File: src/verilog/rvv_defs.svh
`ifndef RVV_DEFS_SVH
`define RVV_DEFS_SVH

// machine widths
`define RVV_VLEN 128
`define RVV_NREGS 32
`define RVV_XLEN 32

// major opcodes
`define RVV_OP_V 7'b1010111
`define RVV_OP_LOAD 7'b0000111
`define RVV_OP_STORE 7'b0100111

// funct3 of OP-V
`define RVV_F3_IVV 3'b000
`define RVV_F3_IVI 3'b011
`define RVV_F3_IVX 3'b100
`define RVV_F3_CFG 3'b111

`define RVV_F6_VMV 6'b010111 // vmv.v.* / vmerge

// memory width code, 32-bit elements
`define RVV_W_E32 3'b110

`endif

File: src/verilog/rvv_vregs.sv
`timescale 1ns/1ps
`include "rvv_defs.svh"

module rvv_vregs (
	input logic clk,
	input logic we_i,
	input logic [4:0] waddr_i,
	input logic [`RVV_VLEN-1:0] wdata_i,
	input logic [4:0] raddr_a_i,
	input logic [4:0] raddr_b_i,
	output logic [`RVV_VLEN-1:0] rdata_a_o,
	output logic [`RVV_VLEN-1:0] rdata_b_o
);

	logic [`RVV_VLEN-1:0] regs_q [`RVV_NREGS];

	always_ff @(posedge clk) begin
		if (we_i)
			regs_q[waddr_i] <= wdata_i;
	end

	// reads see the old value during a write
	assign rdata_a_o = regs_q[raddr_a_i];
	assign rdata_b_o = regs_q[raddr_b_i];

endmodule

File: config.mk
export PLATFORM = sky130hd
export DESIGN_NAME = rvv_vregs
export DESIGN_NICKNAME = d
export VERILOG_FILES = /design/src/verilog/rvv_vregs.sv
export VERILOG_INCLUDE_DIRS = /design/src /design/src/verilog
export SDC_FILE = /design/constraint.sdc
export NUM_CORES = 2
export LEC_CHECK = 0
export BUFFER_PORTS_ARGS = -buffer_cell sky130_fd_sc_hd__buf_2
export CAP_MARGIN = 20
export CELL_PAD_IN_SITES_DETAIL_PLACEMENT = 2
export CELL_PAD_IN_SITES_GLOBAL_PLACEMENT = 2
export CORE_ASPECT_RATIO = 2
export CORE_MARGIN = 2
export CORE_UTILIZATION = 45
export CTS_CLUSTER_SIZE = 24
export DETAILED_ROUTE_END_ITERATION = 12
export PLACE_DENSITY_LB_ADDON = 0.1
export SLEW_MARGIN = 20
export SYNTH_ARGS = -nofsm -noshare
export SYNTH_HDL_FRONTEND = slang
export SYNTH_SLANG_ARGS = --single-unit
export TNS_END_PERCENT = 30
File: constraint.sdc
create_clock -name clk -period 7.25 [get_ports clk]
set_input_delay 0.725 -clock clk [delete_from_list [all_inputs] [get_ports clk]]
set_output_delay 0.725 -clock clk [all_outputs]
set_load 0.05 [all_outputs]
Word level (Yosys, flattened, before mapping)
Memories as Yosys holds them, arrays and structs flattened.
Cells that the tools add are included.

storage, ports and cells
  register bits = 0
  bits in writable memories = 4,096
  input bits = 145
  output and inout bits = 256
  word-level logic and storage cells = 3
  memories = 1

memories
  name    words  bits a word  rd ports  clocked after memory_dff  wr ports  RTL line         source
  regs_q  32     128          2         0                         1         rvv_vregs.sv:15  logic [`RVV_VLEN-1:0] regs_q [`RVV_NREGS];

operators by class
  mux-type cells = 2

operators by type and width
  operator           number
  1-bit two-way mux  2

Logic depth before layout (Yosys ltp)
  depth in word-level cells = 2
  gate-level depth with buffers = 8

Least setup slack after synthesis
OpenSTA, ideal clock, no wires.

  path kind = input -> register
  start = input port waddr_i[1]
  end = memory regs_q[12][0] (netlist name) (enable)
  data arrival time = 6,706 ps
  data required time = 6,633 ps
  slack = -73 ps
  stages = 3
  path buffers = 1
  cells stage by stage = or3b_2 > clkbuf_1 > nor2_1

RTL lines
  what             RTL line         source
  start, declared  rvv_vregs.sv:7   input logic [4:0] waddr_i,
  end, declared    rvv_vregs.sv:15

Straight into the memory's write port.

Worst setup path after layout
  start = input port raddr_a_i[1]
  end = output port rdata_a_o[57]

on the way
  longest elaborated chain between the ends = 1

ends and longest elaborated chain
  what                      RTL line         source
  start, declared           rvv_vregs.sv:9   input logic [4:0] raddr_a_i,
  memory read 32 x 128 bit  -
  end, declared             rvv_vregs.sv:11  output logic [`RVV_VLEN-1:0] rdata_a_o,

No other way between the ends.

==> impl_metrics.env <==
export IMPL_grt_usage=0.330
export IMPL_dr_total_vias=105193
export IMPL_floorplan_initialDensity=0.452
export IMPL_max_freq_mhz=190
export IMPL_maxCapViolations=0
export IMPL_post_route_period_util=0.724
export IMPL_critPathMaxFanout=42
export IMPL_synthesis_area_per_instance_um2=21.7
export IMPL_cts_resized=0
export IMPL_grt_max_degree=103
export IMPL_worstSetupPathType="in -> out"
export IMPL_ys_ff_latch=4096
export IMPL_tightest_slew_ns=1.23
export IMPL_setup_viol=0
export IMPL_clk_pin_slew_ns=0.07
export IMPL_leakagePower_nw=62.5
export IMPL_mostFrequentLayoutCells="edfxtp_1, mux4_2, o22ai_1"
export IMPL_die_w_um=454
export IMPL_biggestRegsByFlops="regs_q x4096"
export IMPL_regArea_mm2=0.123
export IMPL_cts_buffers=381
export IMPL_ios=401
export IMPL_grt_ovfl_total=0
export IMPL_drt_initial_drc_count=12240
export IMPL_antenna_found_initial=83
export IMPL_drc_errors=0
export IMPL_synth_area_leaders="edfxtp_1, mux4_2, o22ai_1"
export IMPL_cp_startpoint="raddr_a_i[1]"
export IMPL_cts_max_level=5
export IMPL_hold_start="wdata_i[122]"
export IMPL_cts_tree="done"
export IMPL_dr_pass1_iters=6
export IMPL_timing_slew_headroom=0.176
export IMPL_min_period_ns=5.25
export IMPL_fill_cells=33913
export IMPL_endpoint_kind="output pin"
export IMPL_synth_area_leader_cell="edfxtp_1"
export IMPL_peakVddDrop_uv=232
export IMPL_yosysTopAreaCellShare=0.674
export IMPL_hold_viol=0
export IMPL_viasPerCell=7.26
export IMPL_gp_congestion=0.818
export IMPL_fp_row_count=330
export IMPL_cts_setup_buffers=0
export IMPL_largest_reg_flops=4096
export IMPL_die_h_um=904
export IMPL_portBuffers=400
export IMPL_whs_path_depth=1
export IMPL_ys_seq_area_frac=0.674
export IMPL_clock_sinks=4096
export IMPL_status="complete, no violations"
export IMPL_fp_coreArea_mm2=0.403
export IMPL_crit_top_cell="buf_2"
export IMPL_report_final_slew_viol_count=0
export IMPL_dpl_hpwl_um=389000
export IMPL_syn_area_mm2=0.182
export IMPL_power_density_mw_per_mm2=256
export IMPL_grt_setup_unrepaired="false"
export IMPL_crit_buf_inv=4
export IMPL_finalHoldWorstSlack_ns=0.250
export IMPL_yosys_warnings=0
export IMPL_top_register="regs_q"
export IMPL_power_total_w=0.0523
export IMPL_root_buffer="clkbuf_16"
export IMPL_netlist_cell_type_count=31
export IMPL_final_common_cell="edfxtp_1"
export IMPL_synthesis_nets=8566
export IMPL_cts_path_max_buffers=4
export IMPL_required_ns=6.52
export IMPL_slowest_delay_ns=1.00
export IMPL_syn_to_final_growth_pct=11.8
export IMPL_cp_top_family="simple AND/OR/NAND/NOR gates"
export IMPL_routedWlPerCell_um=47.1
export IMPL_grt_pass1_vias=114230
export IMPL_slowest_stage="or2_4"
export IMPL_postCtsHoldBufs=0
export IMPL_grt_pass1_wl_um=942000
export IMPL_finish_net_count=8978
export IMPL_crit_chain="buf_2, buf_4, or2_4, buf_12, o22ai_1, nor4_1, buf_2"
export IMPL_drt_wl_total_um=682000
export IMPL_drive_above_1_share=0.363
export IMPL_multi_input_area_mm2=0.0556
export IMPL_die_area_mm2=0.411
export IMPL_detail_route_antenna_nets=0
export IMPL_synthCells=8421
export IMPL_cp_start_kind="input port"
export IMPL_cp_depth=7
export IMPL_hp_class="in -> reg"
export IMPL_worstPathArrival_ns=4.53
## final cells by class
class | count | share of cell area
flip-flops and latches | 4096 | 0.603
multi-input cells | 3624 | 0.273
clock buffers | 458 | 0.0496
well taps | 5312 | 0.0326
repair buffers | 730 | 0.0301
clock inverters | 227 | 0.0112
diodes | 35 | 0.000430
## per-stage QoR
| stage | setup slack (ns) | cell area (um^2) | utilization | cells | setup TNS [ns] |
|---|---|---|---|---|---|
| detailed placement | 2.02 | 191000 | 0.474 | 13761 | 0 |
| global route | 1.92 | 204000 | 0.505 | 14461 | 0 |
| global placement | 1.85 | 191000 | 0.474 | 13755 | 0 |
| finish | 2.00 | 204000 | 0.505 | 14482 | 0 |
| CTS | 2.00 | 204000 | 0.505 | 14446 | 0 |
| floorplan | -0.0734 | 182000 | - | 8421 | -69.95 |
## cells in the mapped netlist (all sizes together)
cell type / count
or2: 4
nand3: 52
or3: 3
nor2b: 7
or3b: 4
buf: 545
nor3: 1
a22oi: 128
nor4: 232
and2: 4
nor2: 40
and3b: 1
and3: 2
nand4: 24
edfxtp: 4096
mux4: 1952
clkbuf: 156
mux2i: 192
nand2: 22
a21oi: 16
nor3b: 1
nand3b: 8
nand2b: 3
o22ai: 928
## routing by layer
layer  vias to the layer above  share of wire  track usage  wire length (um)
met2                      5765           0.52        0.569            354000
met5                         -        0.00028            0               194
met1                     59062           0.36        0.409            245000
li1                      38813              -            -                 -
met4                        30          0.052        0.158             35500
met3                      1523          0.070       0.0471             47700
## where the power goes
group          switching [W]  internal [W]
registers           0.000148        0.0263
logic                0.00325       0.00165
clock network        0.00933        0.0116
## worst paths after layout
path,slack [ns],endpoint
max,2.00,rdata_a_o[57]
min,0.25,regs_q[1][122]
## kinds of logic (layout without fill, tap and decap cells)
family / Yosys count / count (layout) / share of synthesized area
multiplexers: 2144 / 2144 / 0.252
flip-flops: 4096 / 4096 / 0.674
AO/OA/AOI/OAI: 1072 / 1072 / 0.0375
other: 0 / 35 / 0
buffers and inverters: 701 / 1415 / 0.0235
AND/OR/NAND/NOR: 408 / 408 / 0.0129
(Power assumes the default switching activity.)
