### src/verilog/rvv_defs.svh
`ifndef RVV_DEFS_SVH
`define RVV_DEFS_SVH

// machine widths
`define RVV_VLEN 128
`define RVV_NREGS 32
`define RVV_XLEN 32

// major opcodes
`define RVV_OP_V 7'b1010111
`define RVV_OP_LOAD 7'b0000111
`define RVV_OP_STORE 7'b0100111

// funct3 of OP-V
`define RVV_F3_IVV 3'b000
`define RVV_F3_IVI 3'b011
`define RVV_F3_IVX 3'b100
`define RVV_F3_CFG 3'b111

`define RVV_F6_VMV 6'b010111 // vmv.v.* / vmerge

// memory width code, 32-bit elements
`define RVV_W_E32 3'b110

`endif

### src/verilog/rvv_pkg.sv
`include "rvv_defs.svh"

package rvv_pkg;

	// core to coprocessor
	typedef struct packed {
		logic valid;
		logic [`RVV_XLEN-1:0] insn;
		logic [`RVV_XLEN-1:0] rs1;
		logic [`RVV_XLEN-1:0] rs2;
	} pcpi_req_t;

	typedef struct packed {
		logic wr;
		logic [`RVV_XLEN-1:0] rd;
		logic waiting; // pcpi wait
		logic ready;
	} pcpi_rsp_t;

	typedef struct packed {
		logic req; // one-cycle pulse
		logic we;
		logic [`RVV_XLEN-1:0] addr;
		logic [`RVV_XLEN-1:0] wdata;
	} mem_req_t;

	typedef struct packed {
		logic done; // one pulse per req
		logic [`RVV_XLEN-1:0] rdata;
	} mem_rsp_t;

	typedef struct packed {
		logic vill;
		logic vma;
		logic vta;
		logic [2:0] vsew;
		logic [2:0] vlmul;
	} vtype_t;

	typedef enum logic [2:0] {VOP_NONE, VOP_CFG, VOP_LOAD, VOP_STORE, VOP_MOVE} vop_e;
	typedef enum logic [1:0] {SRC_VV, SRC_VX, SRC_VI} vsrc_e;
	typedef enum logic [1:0] {CFG_VLI, CFG_IVLI, CFG_VL} cfg_kind_e;
	typedef enum logic [2:0] {SEQ_IDLE, SEQ_ISSUE, SEQ_WAIT, SEQ_MOVE, SEQ_DONE} seq_state_e;

	typedef struct packed {
		vop_e op;
		cfg_kind_e cfg_kind;
		vsrc_e src;
		logic [4:0] vd; // also rd of vset*
		logic [4:0] vs1; // also rs1 field
		logic [4:0] vs2;
		logic [4:0] imm5;
		logic [7:0] zimm; // vma, vta, vsew, vlmul
	} dec_t;

endpackage

### src/verilog/rvv_config.sv
`timescale 1ns/1ps
`include "rvv_defs.svh"

module rvv_config (
	input logic clk,
	input logic resetn,
	input logic start_i,
	input rvv_pkg::dec_t dec_i,
	input logic [`RVV_XLEN-1:0] rs1_i,
	input logic [`RVV_XLEN-1:0] rs2_i,
	output rvv_pkg::vtype_t vtype_o,
	output logic [`RVV_XLEN-1:0] vl_o,
	output logic done_o
);
	import rvv_pkg::*;

	logic cfg_go;
	vtype_t vtype_nxt;
	logic [`RVV_XLEN-1:0] base; // elements per register at new sew
	logic [`RVV_XLEN-1:0] vlmax;
	logic [`RVV_XLEN-1:0] avl;
	logic [`RVV_XLEN-1:0] vl_nxt;

	assign cfg_go = start_i && dec_i.op == VOP_CFG;

	always_comb begin
		vtype_nxt = '0;
		if (dec_i.cfg_kind == CFG_VL) begin
			vtype_nxt.vma = rs2_i[7];
			vtype_nxt.vta = rs2_i[6];
			vtype_nxt.vsew = rs2_i[5:3];
			vtype_nxt.vlmul = rs2_i[2:0];
		end else begin
			{vtype_nxt.vma, vtype_nxt.vta, vtype_nxt.vsew, vtype_nxt.vlmul} = dec_i.zimm;
		end

		base = `RVV_XLEN'(`RVV_VLEN) >> (vtype_nxt.vsew + 3);
		case (vtype_nxt.vlmul)
			3'b100: vlmax = '0; // reserved lmul
			3'b101, 3'b110, 3'b111: vlmax = base >> (4'd8 - {1'b0, vtype_nxt.vlmul});
			default: vlmax = base << vtype_nxt.vlmul;
		endcase

		// avl source
		if (dec_i.cfg_kind == CFG_IVLI)
			avl = `RVV_XLEN'(dec_i.imm5);
		else if (dec_i.vs1 != 5'd0)
			avl = rs1_i;
		else if (dec_i.vd != 5'd0)
			avl = '1; // request vlmax
		else
			avl = vl_o; // keep vl

		vl_nxt = (avl < vlmax) ? avl : vlmax;
		if (vlmax == '0) begin
			vtype_nxt = '0;
			vtype_nxt.vill = 1'b1;
		end
	end

	always_ff @(posedge clk) begin
		if (!resetn) begin
			vtype_o <= '{vill: 1'b1, vma: 1'b0, vta: 1'b0, vsew: 3'd0, vlmul: 3'd0};
			vl_o <= '0;
			done_o <= 1'b0;
		end else begin
			done_o <= cfg_go;
			if (cfg_go) begin
				vtype_o <= vtype_nxt;
				vl_o <= vl_nxt;
			end
		end
	end

endmodule

### config.mk
export PLATFORM = sky130hd
export DESIGN_NAME = rvv_config
export DESIGN_NICKNAME = d
export VERILOG_FILES = /design/src/verilog/rvv_pkg.sv /design/src/verilog/rvv_config.sv
export VERILOG_INCLUDE_DIRS = /design/src /design/src/verilog
export SDC_FILE = /design/constraint.sdc
export NUM_CORES = 1
export LEC_CHECK = 0
export BUFFER_PORTS_ARGS = -buffer_cell sky130_fd_sc_hd__buf_2
export CAP_MARGIN = 10
export CORE_UTILIZATION = 40
export DETAILED_ROUTE_END_ITERATION = 6
export HOLD_SLACK_MARGIN = 0.12
export PLACE_DENSITY = 0.77
export SETUP_SLACK_MARGIN = 0.3
export SLEW_MARGIN = 20
export SYNTH_ARGS = -nofsm -noshare
export SYNTH_HDL_FRONTEND = slang
export SYNTH_SLANG_ARGS = --single-unit
export TNS_END_PERCENT = 50
### constraint.sdc
create_clock -name clk -period 3.4 [get_ports clk]
set_clock_uncertainty 0.05 [all_clocks]
set_input_delay 0.17 -clock clk [delete_from_list [all_inputs] [get_ports clk]]
set_output_delay 0.17 -clock clk [all_outputs]
set_load 0.005 [all_outputs]
After elaboration in Yosys (flattened, before gate mapping)
Cells that the tools add are included.
{ "op_classes": {"muxes": 7, "n_lt_le_gt_ge": 1, "addsub": 2, "reduce_logical": 5, "n_eq_ne": 7, "n_shift": 3} }
{ "op_table": {"columns": ["operator", "count"], "rows": [
  ["32-bit 2-to-1 mux", 4],
  ["32-bit case mux with 2 select lines", 1],
  ["32-bit zero test", 1],
  ["32-bit < comparator", 1],
  ["32-bit by 3-bit left shift with 32-bit output", 1],
  ["32-bit by 4-bit >> shifter with 32-bit output", 1],
  ["8-bit by 4-bit >> shifter with 32-bit output (first input constant)", 1],
  ["3-bit equality test (second input constant)", 4],
  ["5-bit nonzero test", 2],
  ["9-bit 2-to-1 mux", 1],
  ["8-bit 2-to-1 mux", 1],
  ["3-bit by 2-bit adder with 4-bit output (second input constant)", 1],
  ["4-bit by 3-bit subtractor with 4-bit output (first input constant)", 1],
  ["3-bit by 1-bit equality test with 1-bit output (second input constant)", 1],
  ["3-bit OR reduction", 1],
  ["2-bit by 1-bit equality test with 1-bit output (second input constant)", 1],
  ["2-bit equality test (second input constant)", 1],
  ["1-bit logical AND", 1]
]} }
{ "word_totals": {"out_inout_bits": 42, "wordCells": 32, "regBits": 42} }

Longest topological paths before layout
{ "logic_depth": {"word_depth": 8, "depth_mapped": 15, "depth_no_buf": 12} }

Least setup slack after synthesis
OpenSTA, ideal clock, no wires.
{ "synth_path": {"path_kind": "input port to flip-flop", "from": "input dec_i[30] (netlist bit)", "to": "register vl_o[1]", "t_arrival_ns": 3.256, "slack_ns": -0.024, "stages": 14, "required_time_ns": 3.233, "path_cell_list": "nand2b_1 buf_4 mux2_1 nor3_1 o211ai_1 ha_1 a21o_1 a21o_1 a221oi_1 o2111ai_1 or2_2 buf_1 or3_1 a32o_1"} }
{ "synth_via": {"elab_chain_len": 8, "word_cells_on_any_way": 17, "classes_between": "add/sub: 2; order compare: 1; eq/ne: 6; shift: 3; mux: 4; reduce/logical: 1"} }
{ "synth_lines": {"columns": ["item", "line_no", "rtl"], "rows": [
  ["start, declared", "rvv_config.sv:8", "input rvv_pkg::dec_t dec_i,"],
  ["2-bit equality test", "rvv_config.sv:28", "if (dec_i.cfg_kind == CFG_VL) begin"],
  ["8-bit 2-to-1 mux", "rvv_config.sv:28", null],
  ["3-bit by 2-bit adder with 4-bit output", "rvv_config.sv:37", "base = `RVV_XLEN'(`RVV_VLEN) >> (vtype_nxt.vsew + 3);"],
  ["8-bit by 4-bit >> shifter with 32-bit output (no line)", null, null],
  ["32-bit by 4-bit >> shifter with 32-bit output / 32-bit by 3-bit left shift with 32-bit output (equally long branches)", "rvv_config.sv:40, rvv_config.sv:41", null],
  ["32-bit case mux with 2 select lines", "rvv_config.sv:38", "case (vtype_nxt.vlmul)"],
  ["32-bit < comparator", "rvv_config.sv:54", "vl_nxt = (avl < vlmax) ? avl : vlmax;"],
  ["32-bit 2-to-1 mux (*)", "rvv_config.sv:54", null],
  ["end signal, assigned", "rvv_config.sv:70", "vl_o <= vl_nxt;"],
  ["end, declared", "rvv_config.sv:12", "output logic [`RVV_XLEN-1:0] vl_o,"]
]} }
Mark *: on every way between the ends. The rest lies on a longest branch, timed or not.
A chain may end at the register's enable or synchronous reset.

Worst setup path after layout
{ "layout_path": {"from": "input dec_i[31] (netlist bit)", "to": "register vl_o[2]"} }
The elaborated chain is that of the path after synthesis.

==> results.md <==
* Top_reg_cell synth: dfxtp_1
* Netlist Area Pre-Place at 2530 um2
* P&R area growth vs syn at 37.7%
* Drc violations at 0
* Final Wtd Congestion at 0.837
* Total power at 1150 uW
* Most frequent cells in the layout: buf_2 (112), dfxtp_1 (42), nand2_1 (25), and3_1 (22), buf_4 (17)
* Least-Margin Pin Slew at 0.646 ns
* CP startpoint: dec_i[31]
* Post-synthesis sequential area ratio at 33.2%
* Slew Limit Headroom at 56.9%
* Unrepaired setup endpoints after global routing: false
* Clk slew on worst S/H paths at 0.08 ns
* Crit start category: input pin
* Sw Share at 27.4%
* Reg2reg start: vl_o[4]
* Critical path data arrival time at 3.06 ns
* Router iterations before antenna repair at 4
* Die width at 81.6 um
* Max Root-Sink Buffers at 2
* Syn_area_per_cell at 8.62 um2
* CTS Buf Count at 5
* DIE AREA at 6660 um2
* HPWL after DPL at 5920 um
* Largest family of logic cells by synthesized area: simple AND/OR/NAND/NOR gates
* Yosys top cell by area: dfxtp_1
* CTS tree: yes
* Clock root cell: clkbuf_8
* Critical path destination: vl_o[2]
* CTS sink count at 42
* Critical Path RT at 3.55 ns
* Commonest non-fill, non-tap cell in the layout: buf_2
* Minimum clock period after layout at 2.91 ns
* Sequential share of power at 43.2%
* Internal power at 835 uW
* Post-route cell area at 3490 um2
* Final setup viols at 0
* Synth async-reset ratio at 0%
* Clock power share at 35.5%
* R2R setup slack at 0.76 ns
* Hold/Removal Path Class: input pin to register
* Power Dens Cells at 330 nW/um2
* IO Pins at 144
* DRT iter0 DRCs at 159
* Avg Vias per Cell at 5.65
* Share of cells above drive strength 1 at 40.0%
* # port buffers at 112
* Max-cap violations at 0
* Fmax at 343 MHz
* Synth cell types at 58
* DR vias at 2797
* Post-Route WL at 7670 um
* Total track usage at 23.4%
* Capturing element type of the critical path: register
* Dpl cells at 482
* Synth Instances at 294
* Yosys top cell area share at 33.2%
* Synth warn at 0
* Placement-stage cell area at 3310 um2
* Nets at 532
* Logic gate share of total power at 21.2%
* Simple-Gate Fraction of Synth Area at 26.3%
* Synth area leaders: dfxtp_1 (33%), and3_1 (5.4%), ha_1 (5.4%)
* Site Rows at 28
* Net Switching at 315 uW
* CTS H-tree depth at 2
* Critical path fanouts, max at 8
* Final hold slack at 0.127 ns
* Die H at 81.6 um
* ANT nets after route at 0
* Compound-cell area share of the yosys netlist at 24.7%
* Starting density of the core at 42.0%
* WS Path Type: input pin to register
* Critical R2R Capture: vl_o[2]
* ANT cells at 0
* Seq cells post-synth at 42
* Fin Setup TNS at 0 ns
* Number of flops mapped to enable cells by yosys at 0
* Global route total overflow at 0
* FF-to-FF path depth at 9
* Core Box Area at 6030 um2
* Initial antenna violation count at 0
* Synth Area in XOR/XNOR at 1.04%
* Post-Synth Adder-Cell Area at 5.43%
* First-pass GRT wire length at 11900 um
* Vias in the first global route at 2553
* Largest net degree at the start of global routing at 38
* Status: completed
* Final Cycle Share at 85.7%
* Post-synthesis mux area share at 5.88%
* Clk_lat worst skew at 0.30 ns
* Slew Limit Fails at 0
* DR WL/cell at 15.5 um
* Static Leak at 0.00168 uW
* Fin. Hold Viols at 0
* Maximum VDD drop at 0.277 mV
* Final non-filler cell total at 495
-- cells in the mapped netlist (2+ instances only) --
| master | count |
|---|---|
| mux2i_1 | 9 |
| a22oi_1 | 3 |
| a32o_1 | 2 |
| a31oi_1 | 5 |
| ha_1 | 11 |
| a21boi_0 | 6 |
| nand2_1 | 25 |
| o22ai_1 | 10 |
| o211ai_1 | 4 |
| nand3_1 | 9 |
| mux2_2 | 3 |
| xnor2_1 | 3 |
| a21o_1 | 2 |
| a2111o_1 | 2 |
| or3_1 | 3 |
| a21boi_1 | 3 |
| and3_1 | 22 |
| o221a_2 | 7 |
| buf_4 | 2 |
| nor4bb_1 | 4 |
| nor2b_1 | 5 |
| a311oi_1 | 2 |
| a21oi_1 | 8 |
| nand4_1 | 7 |
| clkbuf_1 | 12 |
| buf_1 | 3 |
| nor4_1 | 9 |
| inv_1 | 3 |
| dfxtp_1 | 42 |
| and2_1 | 2 |
| o21ai_0 | 14 |
| nor3_1 | 8 |
| nand2b_1 | 3 |
| nor2_1 | 17 |
-- power by group through the flow --
stage | combinational, uW | sequential, uW | clock (uW)
final | 244 | 497 | 409
after global placement | 229 | 509 | 0
after floorplan | 142 | 509 | 0
after detailed placement | 234 | 509 | 0
after CTS | 236 | 497 | 415
after global routing | 270 | 498 | 440
-- logic make-up after synthesis --
group           after synthesis
xor+xnor                      3
fa+ha+maj                    11
compound gates               83
other cells                   1
simple gates                120
mux                          14
buf+inv                      20
flops                        42
-- metrics by stage --
step	setup slack, ns	utilization [%]
global route	0.312	57.9
floorplan	0.280	-
CTS	0.330	57.1
finish	0.487	57.9
detailed placement	0.0240	55.0
global placement	0.0842	55.0
-- metal layers --
layer	routed length, um	up-vias	share of wire (%)	track usage, %
met5	0	-	0	0
met4	120	0	1.6	8.60
met3	553	11	7.2	5.44
met2	3480	96	45	36.0
met1	3520	1300	46	31.8
li1	-	1390	-	-
-- worst min-delay path by stage --
stage / start / end / depth (start not counted)
after floorplan: rs2_i[6] / vtype_o[6] / 2
after detailed placement: vtype_o[7] / vtype_o[7] / 2
after global routing: dec_i[7] / vtype_o[7] / 3
final: dec_i[7] / vtype_o[7] / 3
after CTS: dec_i[7] / vtype_o[7] / 3
after global placement: vtype_o[2] / vtype_o[2] / 2
-- repair_timing --
action | in CTS | in global routing
hold buffers | 1 | 0
endpoints found under the setup margin | 0 | 11
resized for setup | 0 | 2
buffers inserted | 0 | 3
endpoints found under the hold margin | 1 | 0
-- area by class of cell --
type / count / area [um2]
timing repair buffer: 131 / 718
multi-input combinational: 236 / 1710
inverter: 3 / 11.3
clock inverter: 3 / 48.8
tap: 75 / 93.8
clock buffer: 5 / 68.8
sequential: 42 / 841
fill: 573 / 2540
-- flip-flops by register name (all words and copies together), names as in the netlist --
signal   cells
done_o       1
vl_o        32
vtype_o      9
-- worst max-delay path: stages --
cell	delay, ns
buf_2	0.15
nand2b_4	0.16
mux2_4	0.36
nor3_2	0.16
o211ai_1	0.17
ha_1	0.32
a21o_1	0.16
a21o_1	0.16
a221oi_2	0.24
o2111ai_1	0.18
or2_4	0.30
or3_1	0.31
a32o_1	0.22
No activity file was read; power rests on OpenSTA's default activity.
