**config.mk**
```make
export PLATFORM = sky130hd
export DESIGN_NAME = rvv_decoder
export DESIGN_NICKNAME = d
export VERILOG_FILES = /design/src/verilog/rvv_pkg.sv /design/src/verilog/rvv_decoder.sv
export VERILOG_INCLUDE_DIRS = /design/src /design/src/verilog
export SDC_FILE = /design/constraint.sdc
export NUM_CORES = 1
export LEC_CHECK = 0
export ABC_AREA = 1
export CELL_PAD_IN_SITES_DETAIL_PLACEMENT = 1
export CELL_PAD_IN_SITES_GLOBAL_PLACEMENT = 1
export CORE_UTILIZATION = 42
export DETAILED_ROUTE_END_ITERATION = 10
export DONT_BUFFER_PORTS = 1
export PLACE_DENSITY_LB_ADDON = 0.1
export SETUP_SLACK_MARGIN = 0.02
export SYNTH_ARGS = -nofsm -noshare
export SYNTH_HDL_FRONTEND = slang
export SYNTH_SLANG_ARGS = --single-unit
```
**constraint.sdc**
```tcl
create_clock -name vclk -period 2.4
set_clock_uncertainty 0.1 [all_clocks]
set_input_delay 0.48 -clock vclk [all_inputs]
set_output_delay 0.48 -clock vclk [all_outputs]
set_load 0.01 [all_outputs]
```
**src/verilog/rvv_defs.svh**
```systemverilog
`ifndef RVV_DEFS_SVH
`define RVV_DEFS_SVH

// machine widths
`define RVV_VLEN 128
`define RVV_NREGS 32
`define RVV_XLEN 32

// major opcodes
`define RVV_OP_V 7'b1010111
`define RVV_OP_LOAD 7'b0000111
`define RVV_OP_STORE 7'b0100111

// funct3 of OP-V
`define RVV_F3_IVV 3'b000
`define RVV_F3_IVI 3'b011
`define RVV_F3_IVX 3'b100
`define RVV_F3_CFG 3'b111

`define RVV_F6_VMV 6'b010111 // vmv.v.* / vmerge

// memory width code, 32-bit elements
`define RVV_W_E32 3'b110

`endif

```
**src/verilog/rvv_pkg.sv**
```systemverilog
`include "rvv_defs.svh"

package rvv_pkg;

	// core to coprocessor
	typedef struct packed {
		logic valid;
		logic [`RVV_XLEN-1:0] insn;
		logic [`RVV_XLEN-1:0] rs1;
		logic [`RVV_XLEN-1:0] rs2;
	} pcpi_req_t;

	typedef struct packed {
		logic wr;
		logic [`RVV_XLEN-1:0] rd;
		logic waiting; // pcpi wait
		logic ready;
	} pcpi_rsp_t;

	typedef struct packed {
		logic req; // one-cycle pulse
		logic we;
		logic [`RVV_XLEN-1:0] addr;
		logic [`RVV_XLEN-1:0] wdata;
	} mem_req_t;

	typedef struct packed {
		logic done; // one pulse per req
		logic [`RVV_XLEN-1:0] rdata;
	} mem_rsp_t;

	typedef struct packed {
		logic vill;
		logic vma;
		logic vta;
		logic [2:0] vsew;
		logic [2:0] vlmul;
	} vtype_t;

	typedef enum logic [2:0] {VOP_NONE, VOP_CFG, VOP_LOAD, VOP_STORE, VOP_MOVE} vop_e;
	typedef enum logic [1:0] {SRC_VV, SRC_VX, SRC_VI} vsrc_e;
	typedef enum logic [1:0] {CFG_VLI, CFG_IVLI, CFG_VL} cfg_kind_e;
	typedef enum logic [2:0] {SEQ_IDLE, SEQ_ISSUE, SEQ_WAIT, SEQ_MOVE, SEQ_DONE} seq_state_e;

	typedef struct packed {
		vop_e op;
		cfg_kind_e cfg_kind;
		vsrc_e src;
		logic [4:0] vd; // also rd of vset*
		logic [4:0] vs1; // also rs1 field
		logic [4:0] vs2;
		logic [4:0] imm5;
		logic [7:0] zimm; // vma, vta, vsew, vlmul
	} dec_t;

endpackage

```
**src/verilog/rvv_decoder.sv**
```systemverilog
`timescale 1ns/1ps
`include "rvv_defs.svh"

module rvv_decoder (
	input logic [`RVV_XLEN-1:0] insn_i,
	output rvv_pkg::dec_t dec_o,
	output logic is_rvv_o
);
	import rvv_pkg::*;

	logic [6:0] opcode;
	logic [2:0] funct3;
	logic [5:0] funct6;
	logic [1:0] mop;
	logic [4:0] lumop;
	logic [2:0] nf;
	logic mew;
	logic vm;

	assign opcode = insn_i[6:0];
	assign funct3 = insn_i[14:12]; // width for loads and stores
	assign funct6 = insn_i[31:26];
	assign mop = insn_i[27:26];
	assign lumop = insn_i[24:20]; // sumop on stores
	assign nf = insn_i[31:29];
	assign mew = insn_i[28];
	assign vm = insn_i[25];

	always_comb begin
		dec_o.op = VOP_NONE;
		dec_o.cfg_kind = CFG_VLI;
		dec_o.src = SRC_VV;
		dec_o.vd = insn_i[11:7];
		dec_o.vs1 = insn_i[19:15];
		dec_o.vs2 = insn_i[24:20];
		dec_o.imm5 = insn_i[19:15];
		dec_o.zimm = insn_i[27:20];

		if (opcode == `RVV_OP_V && funct3 == `RVV_F3_CFG) begin
			dec_o.op = VOP_CFG;
			if (!insn_i[31])
				dec_o.cfg_kind = CFG_VLI;
			else if (insn_i[31:30] == 2'b11)
				dec_o.cfg_kind = CFG_IVLI;
			else if (insn_i[31:25] == 7'b1000000)
				dec_o.cfg_kind = CFG_VL;
			else
				dec_o.op = VOP_NONE;
		end else if (opcode == `RVV_OP_V && funct6 == `RVV_F6_VMV && vm && lumop == 5'd0) begin
			// vmv.v.* needs vs2 = 0, anything else here is vmerge
			case (funct3)
				`RVV_F3_IVV: begin
					dec_o.op = VOP_MOVE;
					dec_o.src = SRC_VV;
				end
				`RVV_F3_IVX: begin
					dec_o.op = VOP_MOVE;
					dec_o.src = SRC_VX;
				end
				`RVV_F3_IVI: begin
					dec_o.op = VOP_MOVE;
					dec_o.src = SRC_VI;
				end
				default: dec_o.op = VOP_NONE;
			endcase
		end else if ((opcode == `RVV_OP_LOAD || opcode == `RVV_OP_STORE) &&
				funct3 == `RVV_W_E32 && mop == 2'b00 && lumop == 5'd0 &&
				vm && nf == 3'd0 && !mew) begin
			dec_o.op = (opcode == `RVV_OP_LOAD) ? VOP_LOAD : VOP_STORE; // unit stride only
		end
	end

	assign is_rvv_o = dec_o.op != VOP_NONE;

endmodule

```
Yosys cells after proc, flatten, opt, wreduce, memory -nomap -nowiden
Cells that the tools add are included.
Widths: inputs -> output; s select.
{ "totals": {"wordCells": 43, "ff_bits": 0, "inputBits": 32, "out_inout_bits": 36} }
{ "classes": {"n_reduce_logical": 18, "mux": 15, "n_eq_ne": 10} }
{ "op_table": {"columns": ["cell", "count"], "rows": [
  ["$eq 7x7->1 const B", 2],
  ["$mux 2", 7],
  ["$logic_and 1x1->1", 10],
  ["$eq 3x3->1 const B", 3],
  ["$mux 3", 3],
  ["$eq 7x3->1 const B", 1],
  ["$eq 7x6->1 const B", 1],
  ["$eq 6x5->1 const B", 1],
  ["$logic_not 3->1", 2],
  ["$logic_not 5->1", 1],
  ["$mux 1", 4],
  ["$pmux 2 s2", 1],
  ["$eq 3x2->1 const B", 1],
  ["$reduce_bool 3->1", 1],
  ["$reduce_or 3->1", 1],
  ["$eq 2x2->1 const B", 1],
  ["$logic_not 2->1", 1],
  ["$logic_not 1->1", 1],
  ["$logic_or 1x1->1", 1]
]} }

Longest topological paths before layout
Gate-level depths: netlist of run 1.
{ "logic_depth": {"ltp_word": 12, "ltp_mapped": 8, "depth_no_buf": 8} }

Least setup slack after synthesis of run 1
OpenSTA, ideal clock, no wires.
{ "synth_timing": {"path_type": "input port to output port", "from": "in insn_i[1]", "to": "out dec_o[32] in the netlist's numbering", "arrival_ps": 1073, "t_required_ps": 1820, "stages": 6, "path_buffers": 0, "setup_slack_ps": 747, "cell_sequence": "nand2_1 -> inv_2 -> nand2_2 -> nor2_4 -> nand3_2 -> a21boi_1"} }
{ "synth_rtl": {"columns": ["item", "line_no", "source"], "rows": [
  ["from (decl)", "rvv_decoder.sv:5", "input logic [`RVV_XLEN-1:0] insn_i,"],
  ["to (decl)", "rvv_decoder.sv:6", "output rvv_pkg::dec_t dec_o,"]
]} }

==> flow_metrics.tcl, run 1 <==
set metrics [dict create \
    fillers 162 \
    drive_above_1_share_pct 15.9 \
    die_y_um 38.2 \
    crit_path_max_incr_delay_ns 0.27 \
    drtPass1Iterations 5 \
    crit_slowest_cell "a21boi_1" \
    multi_input_area_um2 285 \
    fmax_ghz 0.576 \
    holdBufCountCts 0 \
    num_rows 12 \
    crit_type "primary input to output pin" \
    grt_pass1_vias 414 \
    gr-usage-all-layers_pct 14.9 \
    avgSynthCellArea_um2 5.69 \
    via_count 417 \
    cap_violations 0 \
    fin_crit_ns 1.74 \
    grt_first_pass_wirelength_mm 1.62 \
    seq_cell_count 0 \
    viasPerCell 5.02 \
    tightest_slew_ns 0.269 \
    antenna_found_initial 0 \
    synth_cell_types 17 \
    cts_setup_buffers 0 \
    period_share_pct 72.4 \
    relSlewSlack_pct 82.1 \
    nClkBuffers 0 \
    whs_ns 0.860 \
    power_mw 0.0250 \
    drt_iter0_markers 4 \
    grt_max_degree 6 \
    ys_seq_area_share_pct 0 \
    register_area_um2 0 \
    p_leak_nw 0.178 \
    hpwl_um 939 \
    synth_fp_nets 129 \
    ir_worst_vdd_mv 0.0198 \
    overflow 0 \
    finalWeightedCongestion 0.690 \
    portBuffers 0 \
    antenna_cells 0 \
    crit_fanout 3 \
    syn_to_final_growth_pct -34.9 \
    coreArea_mm2 0.00116 \
    tns_ns 0 \
    powerDensity_mw_per_mm2 69.6 \
    wire_per_inst_um 12.2 \
    yosys.area.top_type "buf_4" \
    num_io_pins 68 \
    path_buf_inv 0 \
    end_kind "output pin" \
    cp_top_family "simple AND/OR/NAND/NOR gates" \
    netlist_area_um2 552 \
    critPathRequiredTime_ns 1.82 \
    yosysWarnings 0 \
    cts_resized 0 \
    die_w_um 38.2 \
    nets 103 \
    netlist_instances 97 \
    synthTopCellsByArea "buf_4 38%, nor2_1 14%, nand2_1 8.8%, inv_1 8.2%, nand3_1 5.4%" \
    crit_path_start_kind "primary input" \
    drc 0 \
    timing.final.hold_violations 0 \
    ant_nets 0 \
    synth_top_area_share_pct 38.1 \
    rsz0062_at_grt "no" \
    drv_slew 0 \
    worstPathArrival_ns 1.16 \
    die_area_mm2 0.00146 \
    hold_class "primary input to output pin" \
    initial_core_util_pct 47.7 \
    setup_viol 0 \
    path_cells "nor2_1 -> nand3_1 -> nand2_1 -> nand3_2 -> a21boi_1" \
    routed_wl_mm 1.01 \
    outcome "complete, no violations" \
]
[per-stage QoR]
stage               cell area [um^2]  std cells  setup slack (ns)  utilization [%]
floorplan                        552         97             0.747                -
global placement                 359         83             0.661             31.1
detailed placement               359         83             0.632             31.1
CTS                              359         83             0.632             31.1
global route                     359         83             0.573             31.1
finish                           359         83             0.663             31.1
[power by group]
part	leakage, nW	internal, mW	switching, mW
sequential	0	0	0
clock	0	0	0
combinational	0.178	0.0102	0.0148
[cell usage in the layout (no fill, tap or decap)]
| cell | count |
|---|---|
| nor2_1 | 20 |
| nand2_1 | 13 |
| inv_1 | 12 |
| nand3_1 | 6 |
| inv_2 | 3 |
| nand4_1 | 2 |
| nor2_4 | 2 |
| nand3b_1 | 2 |
| nand3_2 | 2 |
| or2_1 | 1 |
| nand3_4 | 1 |
| nand2_2 | 1 |
| nor3_2 | 1 |
| nor3_1 | 1 |
| a21boi_1 | 1 |
| a21oi_2 | 1 |
[final timing paths]
check | endpoint | depth (start not counted) | from
worst min-delay path | dec_o[0] | 0 | insn_i[20]
worst max-delay path | dec_o[32] | 5 | insn_i[29]
[cell usage after synthesis]
cell type  instances
inv_2              3
nand3_4            1
nand3_2            2
inv_1             12
nor3_1             1
or2_1              1
a21oi_2            1
nand3_1            6
nand3b_1           2
nand4_1            2
nor2_1            20
nor2_4             2
nor3_2             1
buf_4             28
a21boi_1           1
nand2_1           13
nand2_2            1
[layer usage]
layer  vias up  share of wire (%)  GRT usage (%)
li1        213                  -              -
met2        20                 45           26.7
met3         2                 11          0.581
met1       182                 43           19.4
met5         -                  0              0
met4         0               0.49           2.68
[cell families after synthesis]
logic type	share of synthesized area [%]
AOI/OAI and AO/OA	2.95
buffers and inverters	48.3
and+or+nand+nor	48.8
[cell type report]
cell class | instances | area share, %
well taps | 14 | 4.88
multi-input cells | 54 | 79.4
inverters | 15 | 15.7
Power figures use the tool's default switching activity.
==> run 2, diff against run 1 <==
- CORE_UTILIZATION: 42 -> 39
- clock period: 2.4 -> 1.65 ns (I/O delays scaled with it)
==> flow_metrics.tcl, run 2 (same netlist as run 1, synthesis figures left out) <==
set metrics [dict create \
    outcome "complete, no violations" \
    holdBufCountCts 0 \
    power_mw 0.0360 \
    register_area_um2 0 \
    finalWeightedCongestion 0.650 \
    viasPerCell 4.80 \
    nets 103 \
    met2_length_um 417 \
    portBuffers 0 \
    grt_pass1_vias 346 \
    setup_viol 0 \
    min_path_cells 0 \
    coreArea_mm2 0.00130 \
    drc 0 \
    routed.top_layer "met3" \
    nClkBuffers 0 \
    p_leak_nw 0.178 \
    tns_ns 0 \
    met3_length_um 90 \
    fin_crit_ns 1.41 \
    rsz0062_at_grt "no" \
    hold_class "primary input to output pin" \
    wire_per_inst_um 11.1 \
    ir_worst_vdd_mv 0.0257 \
    num_rows 13 \
    wl_met1_um 427 \
    initial_core_util_pct 42.4 \
    drt_iter0_markers 1 \
    via_count 403 \
    hp-start "insn_i[8]" \
    antenna_cells 0 \
    num_io_pins 68 \
    period_share_pct 85.3 \
    die_w_um 39.6 \
    crit_path_start_kind "primary input" \
    gr-usage-all-layers_pct 10.7 \
    crit_path_max_incr_delay_ns 0.25 \
    final_common_cell "nor2_1" \
    ant_nets 0 \
    antenna_found_initial 0 \
    end_kind "output pin" \
    critPathRequiredTime_ns 1.22 \
    cap_violations 0 \
    drtPass1Iterations 2 \
    final_cell_mix "20 x nor2_1, 13 x nand2_1, 12 x inv_1" \
    fmax_ghz 0.711 \
    timing.final.hold_violations 0 \
    routed_wl_um 935 \
    die_y_um 39.6 \
    cts_resized 0 \
    crit_slowest_cell "a21boi_1" \
    min_to "dec_o[24]" \
    grt_max_degree 6 \
    crit_type "primary input to output pin" \
    grt_first_pass_wirelength_mm 1.23 \
    drv_slew 0 \
    overflow 0 \
    fillers 202 \
    cts_setup_buffers 0 \
    crit_fanout 3 \
    seq_cell_count 0 \
    worstPathArrival_ns 0.98 \
    path_cells "nor2_1 -> nand3_1 -> nand2_1 -> nand3_2 -> a21boi_1" \
    tightest_slew_ns 0.245 \
    syn_to_final_growth_pct -34.7 \
    drive_above_1_share_pct 15.9 \
    powerDensity_mw_per_mm2 99.8 \
    die_area_mm2 0.00157 \
    hpwl_um 868 \
    relSlewSlack_pct 83.6 \
]
[run 2: cell counts in the layout (fill, tap and decap cells not counted)]
No cell type changed its count.
[run 2: critical path: cells and delay by family]
family,cells,cell delay [ns]
and+or+nand+nor,4,0.38
AOI/OAI and AO/OA,1,0.25
[run 2: per-stage QoR]
step / utilization [%] / hold WS (ns) / setup slack (ns) / std cells / area [um^2]
after floorplan: - / 0.652 / 0.297 / 97 / 552
after global placement: 27.7 / 0.560 / 0.232 / 84 / 360
after detailed placement: 27.7 / 0.560 / 0.222 / 84 / 360
after CTS: 27.7 / 0.560 / 0.224 / 84 / 360
after global routing: 27.7 / 0.560 / 0.104 / 84 / 360
final: 27.7 / 0.560 / 0.243 / 84 / 360
[run 2: layout make-up]
type	instances	area [um^2]	area share (%)
multi-input cells	54	285	79.2
inverters	15	56.3	15.6
well taps	15	18.8	5.21
[run 2: power breakdown]
part / internal [mW] / total [mW] / switching (mW)
logic: 0.0148 / 0.0360 / 0.0212
registers: 0 / 0 / 0
clock network: 0 / 0 / 0
total: 0.0148 / 0.0360 / 0.0212
[run 2: how the worst max path moves through the flow]
stage | from | end | depth (start not counted)
after CTS | insn_i[1] | dec_o[32] | 6
after global placement | insn_i[1] | dec_o[32] | 6
after global routing | insn_i[21] | dec_o[32] | 5
after detailed placement | insn_i[26] | dec_o[32] | 5
final | insn_i[29] | dec_o[32] | 5
after floorplan | insn_i[1] | dec_o[32] | 6
[run 2: layer usage]
| metal | track usage, % | up-vias |
|---|---|---|
| met2 | 17.6 | 19 |
| met5 | 0 | - |
| met3 | 0 | 0 |
| met4 | 1.72 | 0 |
| met1 | 15.7 | 173 |
| li1 | - | 211 |
